`config.mk`:
```
export PLATFORM = sky130hd
export DESIGN_NAME = dct_1d_top
export DESIGN_NICKNAME = d
export VERILOG_FILES = /design/src/verilog/dct_types_pkg.sv /design/src/verilog/dct_ctrl_pkg.sv /design/src/verilog/dct_butterfly.sv /design/src/verilog/dct_pair_buffer.sv /design/src/verilog/dct_even_odd_mac.sv /design/src/verilog/dct_1d_top.sv
export VERILOG_INCLUDE_DIRS = /design/src /design/src/include
export SDC_FILE = /design/constraint.sdc
export NUM_CORES = 2
export LEC_CHECK = 0
export ABC_CLOCK_PERIOD_IN_PS = 13500
export BUFFER_PORTS_ARGS = -buffer_cell sky130_fd_sc_hd__buf_4
export CORE_MARGIN = 1
export CORE_UTILIZATION = 45
export CTS_CLUSTER_SIZE = 30
export DETAILED_ROUTE_END_ITERATION = 10
export PLACE_DENSITY = 0.56
export SKIP_CTS_REPAIR_TIMING = 1
export SYNTH_ARGS = -nofsm -noshare
export SYNTH_HDL_FRONTEND = slang
export SYNTH_SLANG_ARGS = --single-unit
```
`constraint.sdc`:
```
create_clock -name clk -period 13.5 [get_ports clk]
set_clock_uncertainty 0.2 [all_clocks]
set_input_delay 0.675 -clock clk [delete_from_list [all_inputs] [get_ports clk]]
set_output_delay 0.675 -clock clk [all_outputs]
set_load 0.02 [all_outputs]
```
`src/include/dct_config.svh`:
```
`ifndef DCT_CONFIG_SVH
`define DCT_CONFIG_SVH

// points per block
`define DCT_N 8

// input samples
`define DCT_SAMPLE_W 22

// butterfly sums and differences, one bit of growth
`define DCT_PAIR_W 23

// products and accumulators
`define DCT_ACC_W 24

// output coefficients
`define DCT_COEF_W 22

// final divide by four
`define DCT_OUT_SHIFT 2

`endif

```
`src/verilog/dct_types_pkg.sv`:
```
`default_nettype none

`include "dct_config.svh"

package dct_types_pkg;

	// raw input word
	typedef logic signed [`DCT_SAMPLE_W-1:0] sample_t;

	// butterfly output, one bit wider than a sample
	typedef logic signed [`DCT_PAIR_W-1:0] pair_t;

	// shift-add product and running sum
	typedef logic signed [`DCT_ACC_W-1:0] prod_t;

	// scaled result
	typedef logic signed [`DCT_COEF_W-1:0] coef_t;

endpackage

`default_nettype wire

```
`src/verilog/dct_ctrl_pkg.sv`:
```
`default_nettype none

`include "dct_config.svh"

package dct_ctrl_pkg;

	// sample position in a block, also the coefficient number
	typedef logic [$clog2(`DCT_N)-1:0] sample_idx_t;

	// pair j holds x(j) and x(N-1-j)
	typedef logic [$clog2(`DCT_N/2)-1:0] pair_idx_t;

	typedef enum logic [1:0] {
		IDLE,
		ACCUMULATE,
		DRAIN
	} mac_state_t;

endpackage

`default_nettype wire

```
`src/verilog/dct_butterfly.sv`:
```
`default_nettype none

`include "dct_config.svh"

module dct_butterfly
	import dct_types_pkg::*;
	import dct_ctrl_pkg::*;
(
	input  wire logic    clk,
	input  wire logic    rst,
	input  wire logic    in_valid,
	input  wire sample_t in_sample,
	output logic         pair_valid,
	output pair_t        pair_sum,
	output pair_t        pair_diff
);

	localparam int HALF = `DCT_N / 2;

	sample_idx_t idx;
	sample_t     stack [HALF];
	sample_t     top;
	logic        second_half;

	assign top = stack[0];
	assign second_half = (idx >= sample_idx_t'(HALF));

	always_ff @(posedge clk or negedge rst) begin
		if (!rst) begin
			idx <= '0;
			pair_valid <= 1'b0;
		end else begin
			pair_valid <= in_valid && second_half;
			if (in_valid)
				idx <= idx + 1'b1;
		end
	end

	// first half pushes, second half pops the mirrored sample
	always_ff @(posedge clk) begin
		if (in_valid) begin
			if (second_half) begin
				pair_sum <= pair_t'(top) + pair_t'(in_sample);
				pair_diff <= pair_t'(top) - pair_t'(in_sample);
				for (int i = 0; i < HALF - 1; i++)
					stack[i] <= stack[i + 1];
			end else begin
				stack[0] <= in_sample;
				for (int i = 1; i < HALF; i++)
					stack[i] <= stack[i - 1];
			end
		end
	end

	// no unknown samples on valid cycles
	a_known_sample: assert property (
		@(posedge clk) disable iff (!rst)
		in_valid |-> !$isunknown(in_sample)
	);

endmodule

`default_nettype wire

```
`src/verilog/dct_pair_buffer.sv`:
```
`default_nettype none

`include "dct_config.svh"

module dct_pair_buffer
	import dct_types_pkg::*;
	import dct_ctrl_pkg::*;
(
	input  wire logic  clk,
	input  wire logic  rst,
	input  wire logic  pair_valid,
	input  wire pair_t pair_sum,
	input  wire pair_t pair_diff,
	output logic       blk_start,
	output pair_t      blk_sum,
	output pair_t      blk_diff
);

	localparam int DEPTH = `DCT_N / 2;

	pair_t     sum_mem  [2][DEPTH];
	pair_t     diff_mem [2][DEPTH];
	logic      wr_bank;
	logic      rd_bank;
	logic      rd_active;
	pair_idx_t wr_cnt;
	pair_idx_t rd_cnt;
	pair_idx_t wr_addr;

	// pairs arrive innermost first, so fill from the top
	assign wr_addr = pair_idx_t'(DEPTH - 1) - wr_cnt;

	assign blk_sum = sum_mem[rd_bank][rd_cnt];
	assign blk_diff = diff_mem[rd_bank][rd_cnt];

	always_ff @(posedge clk) begin
		if (pair_valid) begin
			sum_mem[wr_bank][wr_addr] <= pair_sum;
			diff_mem[wr_bank][wr_addr] <= pair_diff;
		end
	end

	always_ff @(posedge clk or negedge rst) begin
		if (!rst) begin
			wr_bank <= 1'b0;
			rd_bank <= 1'b0;
			rd_active <= 1'b0;
			wr_cnt <= '0;
			rd_cnt <= '0;
			blk_start <= 1'b0;
		end else begin
			blk_start <= 1'b0;
			if (rd_active) begin
				rd_cnt <= rd_cnt + 1'b1;
				if (rd_cnt == pair_idx_t'(DEPTH - 1))
					rd_active <= 1'b0;
			end
			if (pair_valid) begin
				wr_cnt <= wr_cnt + 1'b1;
				// full bank goes to the consumer
				if (wr_cnt == pair_idx_t'(DEPTH - 1)) begin
					wr_bank <= ~wr_bank;
					rd_bank <= wr_bank;
					rd_active <= 1'b1;
					rd_cnt <= '0;
					blk_start <= 1'b1;
				end
			end
		end
	end

	// replay ends before the other bank fills
	a_no_overwrite: assert property (
		@(posedge clk) disable iff (!rst)
		pair_valid && rd_active |-> wr_cnt != pair_idx_t'(DEPTH - 1)
	);

endmodule

`default_nettype wire

```
`src/verilog/dct_even_odd_mac.sv`:
```
`default_nettype none

`include "dct_config.svh"

module dct_even_odd_mac
	import dct_types_pkg::*;
	import dct_ctrl_pkg::*;
(
	input  wire logic  clk,
	input  wire logic  rst,
	input  wire logic  blk_start,
	input  wire pair_t blk_sum,
	input  wire pair_t blk_diff,
	output logic       out_valid,
	output sample_idx_t out_index,
	output coef_t      out_coef
);

	prod_t       mul_a;
	prod_t       mul_c;
	prod_t       mul_f;
	prod_t       mul_b;
	prod_t       mul_d;
	prod_t       mul_e;
	prod_t       mul_g;
	prod_t       acc [`DCT_N];
	coef_t       res [`DCT_N];
	mac_state_t  state;
	pair_idx_t   acc_idx;
	sample_idx_t out_cnt;
	logic        out_busy;

	// each term truncated on its own
	function automatic prod_t sra(pair_t x, int unsigned n);
		return prod_t'(x >>> n);
	endfunction

	// even constants from sums, odd constants from differences
	always_ff @(posedge clk) begin
		mul_a <= sra(blk_sum, 2) + sra(blk_sum, 4) + sra(blk_sum, 5) + sra(blk_sum, 7)
			+ sra(blk_sum, 9);
		mul_c <= sra(blk_sum, 1) - sra(blk_sum, 5) - sra(blk_sum, 7) + sra(blk_sum, 10);
		mul_f <= sra(blk_sum, 3) + sra(blk_sum, 4) + sra(blk_sum, 8) - sra(blk_sum, 14);
		mul_b <= sra(blk_diff, 1) - sra(blk_diff, 7) - sra(blk_diff, 9) + sra(blk_diff, 13);
		mul_d <= sra(blk_diff, 2) + sra(blk_diff, 3) + sra(blk_diff, 5) + sra(blk_diff, 7)
			+ sra(blk_diff, 9) - sra(blk_diff, 12);
		mul_e <= sra(blk_diff, 2) + sra(blk_diff, 5) - sra(blk_diff, 8) + sra(blk_diff, 11);
		mul_g <= sra(blk_diff, 4) + sra(blk_diff, 5) + sra(blk_diff, 8) - sra(blk_diff, 13);
	end

	// signs of cos((2j+1)k*pi/16) per pair j
	always_ff @(posedge clk) begin
		if (blk_start) begin
			for (int k = 0; k < `DCT_N; k++)
				acc[k] <= '0;
		end else if (state == ACCUMULATE) begin
			case (acc_idx)
				2'd0: begin
					acc[0] <= acc[0] + mul_a;
					acc[2] <= acc[2] + mul_c;
					acc[4] <= acc[4] + mul_a;
					acc[6] <= acc[6] + mul_f;
					acc[1] <= acc[1] + mul_b;
					acc[3] <= acc[3] + mul_d;
					acc[5] <= acc[5] + mul_e;
					acc[7] <= acc[7] + mul_g;
				end
				2'd1: begin
					acc[0] <= acc[0] + mul_a;
					acc[2] <= acc[2] + mul_f;
					acc[4] <= acc[4] - mul_a;
					acc[6] <= acc[6] - mul_c;
					acc[1] <= acc[1] + mul_d;
					acc[3] <= acc[3] - mul_g;
					acc[5] <= acc[5] - mul_b;
					acc[7] <= acc[7] - mul_e;
				end
				2'd2: begin
					acc[0] <= acc[0] + mul_a;
					acc[2] <= acc[2] - mul_f;
					acc[4] <= acc[4] - mul_a;
					acc[6] <= acc[6] + mul_c;
					acc[1] <= acc[1] + mul_e;
					acc[3] <= acc[3] - mul_b;
					acc[5] <= acc[5] + mul_g;
					acc[7] <= acc[7] + mul_d;
				end
				default: begin
					acc[0] <= acc[0] + mul_a;
					acc[2] <= acc[2] - mul_c;
					acc[4] <= acc[4] + mul_a;
					acc[6] <= acc[6] - mul_f;
					acc[1] <= acc[1] + mul_g;
					acc[3] <= acc[3] - mul_e;
					acc[5] <= acc[5] + mul_d;
					acc[7] <= acc[7] - mul_b;
				end
			endcase
		end
	end

	// results park here so the next block can accumulate while these drain
	always_ff @(posedge clk) begin
		if (state == DRAIN) begin
			for (int k = 0; k < `DCT_N; k++)
				res[k] <= coef_t'(acc[k] >>> `DCT_OUT_SHIFT);
		end
		if (out_busy)
			out_coef <= res[out_cnt];
	end

	always_ff @(posedge clk or negedge rst) begin
		if (!rst) begin
			state <= IDLE;
			acc_idx <= '0;
			out_busy <= 1'b0;
			out_cnt <= '0;
			out_valid <= 1'b0;
			out_index <= '0;
		end else begin
			out_valid <= out_busy;
			if (out_busy) begin
				out_index <= out_cnt;
				out_cnt <= out_cnt + 1'b1;
				if (out_cnt == sample_idx_t'(`DCT_N - 1))
					out_busy <= 1'b0;
			end
			case (state)
				IDLE: begin
					if (blk_start) begin
						state <= ACCUMULATE;
						acc_idx <= '0;
					end
				end
				ACCUMULATE: begin
					acc_idx <= acc_idx + 1'b1;
					if (acc_idx == pair_idx_t'(`DCT_N / 2 - 1))
						state <= DRAIN;
				end
				DRAIN: begin
					// restart the output count, overrides the finishing drain
					out_busy <= 1'b1;
					out_cnt <= '0;
					state <= blk_start ? ACCUMULATE : IDLE;
				end
				default: state <= IDLE;
			endcase
		end
	end

	a_no_early_block: assert property (
		@(posedge clk) disable iff (!rst)
		state == ACCUMULATE |-> !blk_start
	);

endmodule

`default_nettype wire

```
`src/verilog/dct_1d_top.sv`:
```
`default_nettype none

module dct_1d_top
	import dct_types_pkg::*;
	import dct_ctrl_pkg::*;
(
	input  wire logic    clk,
	input  wire logic    rst,
	input  wire logic    in_valid,
	input  wire sample_t in_sample,
	output logic         out_valid,
	output sample_idx_t  out_index,
	output coef_t        out_coef
);

	logic  pair_valid;
	pair_t pair_sum;
	pair_t pair_diff;
	logic  blk_start;
	pair_t blk_sum;
	pair_t blk_diff;

	dct_butterfly i_butterfly (
		.clk        (clk),
		.rst        (rst),
		.in_valid   (in_valid),
		.in_sample  (in_sample),
		.pair_valid (pair_valid),
		.pair_sum   (pair_sum),
		.pair_diff  (pair_diff)
	);

	dct_pair_buffer i_pair_buffer (
		.clk        (clk),
		.rst        (rst),
		.pair_valid (pair_valid),
		.pair_sum   (pair_sum),
		.pair_diff  (pair_diff),
		.blk_start  (blk_start),
		.blk_sum    (blk_sum),
		.blk_diff   (blk_diff)
	);

	dct_even_odd_mac i_mac (
		.clk        (clk),
		.rst        (rst),
		.blk_start  (blk_start),
		.blk_sum    (blk_sum),
		.blk_diff   (blk_diff),
		.out_valid  (out_valid),
		.out_index  (out_index),
		.out_coef   (out_coef)
	);

endmodule

`default_nettype wire

```
==> reports/metrics.yaml <==
core_sq_um: 178200
finish.utilization_pct: 49.61
clockBufferDepth: 3
ys_warn_count: 0
slowest_stage: "dfrtp_4"
h-tree-depth: 3
grt_use_met2_pct: 40.63
worstHoldStart: "in_sample[1]"
cp_top_family: "compound AO/OA/AOI/OAI gates"
pre_cts_ws_ns: 4.605
syn_to_final_growth_pct: 9.533
insertion_delay_ns: 0.81
cts_inserted_buffers: 120
fmax_mhz: 111.7
nFillCells: 16040
synthArstFlopShare_pct: 2.251
rows: 155
dp_hpwl_mm: 184.7
wl_mm: 238.1
dieArea_sq_um: 181100
ant_nets: 0
synth_common_cells: "874 x edfxtp_1, 844 x ha_1, 597 x a21oi_1, 517 x nor2_1, 498 x inv_1"
first_pass_iters: 6
final_max_slew_viol_count: 0
start_kind: "register"
grtUsageTotal_pct: 25.99
synth_ff_type: "edfxtp_1"
arrival_ns: 9.43
clk_pin_slew_worst_paths_ns: 0.06
grt_max_degree: 89
grt-ovfl-total: 0
cts_tree: "yes"
cp_max_fo: 59
root_buffer: "clkbuf_16"
worst_slack_ns: 4.547
synth_area_leaders: "edfxtp_1 33%, ha_1 13%, fa_1 5.7%"
end_kind: "register"
fin_area_sq_um: 88430
ys_seq_area_share_pct: 37.42
top_usage_layer: "met2"
syn-num-nets: 8705
outcome: "finished, final reports clean"
relSlewSlack_pct: 25.44
reg2reg_slack_ns: 4.55
die_x_um: 425.6
synth_cell_types: 98
path_buf_inv: 4
die_h_um: 425.6
yosys_register_bits: 1066
hp-class: "in2reg"
grt_pass1_wl_mm: 358.5
drt_iter0_drc: 5456
place_congestion: 0.9413
cap_violations: 0
final.min_clock_period_ns: 8.953
syn-cell-area_sq_um: 80730
nets: 8783
r2r-end: "i_mac.mul_a[23]"
cp.depth: 28
avgViaCountPerCell: 5.882
worstPathRequired_ns: 13.98
num_io_pins: 51
synth_edf_count: 874
synth_most_common_cell: "edfxtp_1"
hold_viol: 0
start_util_pct: 45.30
setup_tns_ns: 0
port_buffers: 50
setup_viol: 0
min_path_cells: 2
syn_inst: 7605
place_area_sq_um: 84120
postSynthAreaPerCell_sq_um: 10.62
timing.rr.start: "i_pair_buffer.rd_bank"
via_count: 59680
synth.top_cell.area_share_pct: 32.51
r2r_cells: 28
worstSetupPathType: "reg2reg"
globalRouteMet3Util_pct: 3.169
critPathMaxStageDelay_ns: 0.82
fin_crit_sh_pct: 66.32
rsz0062_at_grt: "no"
wire_per_inst_um: 23.47
cts_sinks: 1066
drive_gt1_share_pct: 8.588
synth_area_leader_cell: "edfxtp_1"
drc_errors: 0
grt_antenna_before_repair: 5
hold_end: "i_butterfly.stack[0][1]"
grt_pass1_vias: 57030
met1_usage_pct: 37.71
worst_pin_slew_ns: 1.118
==> per-stage QoR <==
step | std cells | hold slack (ns)
finish | 10150 | 0.04311
global route | 10150 | 0.0005912
CTS | 10120 | -0.4176
detailed placement | 9894 | 0.2333
global placement | 9894 | 0.2254
floorplan | 7605 | 0.1794
==> layer usage <==
metal / wire (um) / vias to the layer above
met5: 13 / -
met4: 7089 / 2
met3: 12630 / 324
met2: 106100 / 1715
met1: 112300 / 29090
li1: - / 28550
==> area by class of cell <==
class | count | area (sq um) | share of cell area (%)
inverters | 500 | 1877 | 2.122
flip-flops and latches | 1066 | 30220 | 34.18
clock inverters | 81 | 912.1 | 1.031
repair buffers | 148 | 1179 | 1.333
diodes | 1 | 2.502 | 0.002830
well taps | 2355 | 2947 | 3.332
multi-input cells | 5847 | 48120 | 54.42
clock buffers | 148 | 3169 | 3.584
==> worst max path at each step <==
stage	end	from	slack (ns)
final	i_mac.mul_a[23]	i_pair_buffer.rd_bank	4.55
after global routing	i_mac.mul_a[23]	i_pair_buffer.rd_bank	3.87
after CTS	i_mac.mul_d[21]	i_pair_buffer.rd_cnt[0]	4.54
after detailed placement	i_mac.mul_d[21]	i_pair_buffer.rd_cnt[0]	4.61
after global placement	i_mac.mul_d[21]	i_pair_buffer.rd_cnt[0]	4.69
after floorplan	i_mac.res[0][0]	i_mac.state[0]	4.27
==> logic make-up (layout without fill, tap and decap cells) <==
| kind of cell | after synthesis | count (layout) | synth area share [%] |
|---|---|---|---|
| AO/OA/AOI/OAI | 2090 | 2090 | 16.76 |
| AND/OR/NAND/NOR | 1670 | 1670 | 10.11 |
| adder cells (fa/ha/maj) | 1075 | 1075 | 18.81 |
| flip-flops | 1066 | 1066 | 37.42 |
| XOR/XNOR | 700 | 700 | 7.594 |
| buffers and inverters | 692 | 877 | 3.239 |
| multiplexers | 312 | 312 | 6.065 |
| other | 0 | 1 | 0 |
==> placed cells by master (no fill, tap or decap), types with 39 or more instances in the layout <==
cell / count
edfxtp_1: 874
ha_1: 844
a21oi_1: 596
nor2_1: 510
inv_1: 498
xnor2_1: 453
o21ai_0: 398
nand2_1: 345
xor2_1: 247
fa_1: 231
a21o_1: 205
dfxtp_1: 168
nor3_1: 152
mux4_2: 132
buf_4: 125
nand3_1: 123
o21a_1: 123
clkbuf_16: 121
nor2b_1: 109
nand2b_1: 106
mux2_2: 97
o21bai_1: 83
mux2i_1: 77
o22ai_1: 76
a221oi_1: 64
a211oi_1: 63
a31oi_1: 60
or3_1: 58
o211ai_1: 46
and3_1: 43
o31ai_1: 42
or2_2: 39
==> worst reg2reg max path: cells and delay by family (launching register included) <==
| kind | cells | cell delay (ns) |
|---|---|---|
| AOI/OAI and AO/OA | 10 | 2.41 |
| DFF | 1 | 0.82 |
| buffers and inverters | 4 | 1.00 |
| muxes | 2 | 1.06 |
| xor gates and xnor gates | 1 | 0.09 |
| and+or+nand+nor | 7 | 1.52 |
| adders and majority gates | 4 | 1.76 |
==> flip-flops by register name, indices dropped and copies added, names as in the netlist, 3 cells and up <==
register and cells:
i_butterfly.idx 3, i_butterfly.pair_diff 22, i_butterfly.pair_sum 22, i_butterfly.stack 88, i_mac.acc 192, i_mac.mul_a 24, i_mac.mul_b 24, i_mac.mul_c 24
i_mac.mul_d 24, i_mac.mul_e 24, i_mac.mul_f 24, i_mac.mul_g 24, i_mac.out_cnt 3, i_mac.out_coef 22, i_mac.out_index 3, i_mac.res 176
i_pair_buffer.diff_mem 176, i_pair_buffer.sum_mem 176
Power is left out: the tool's default activity adds up to more than one toggle a clock period on the data nets, which glitch-free logic cannot reach.
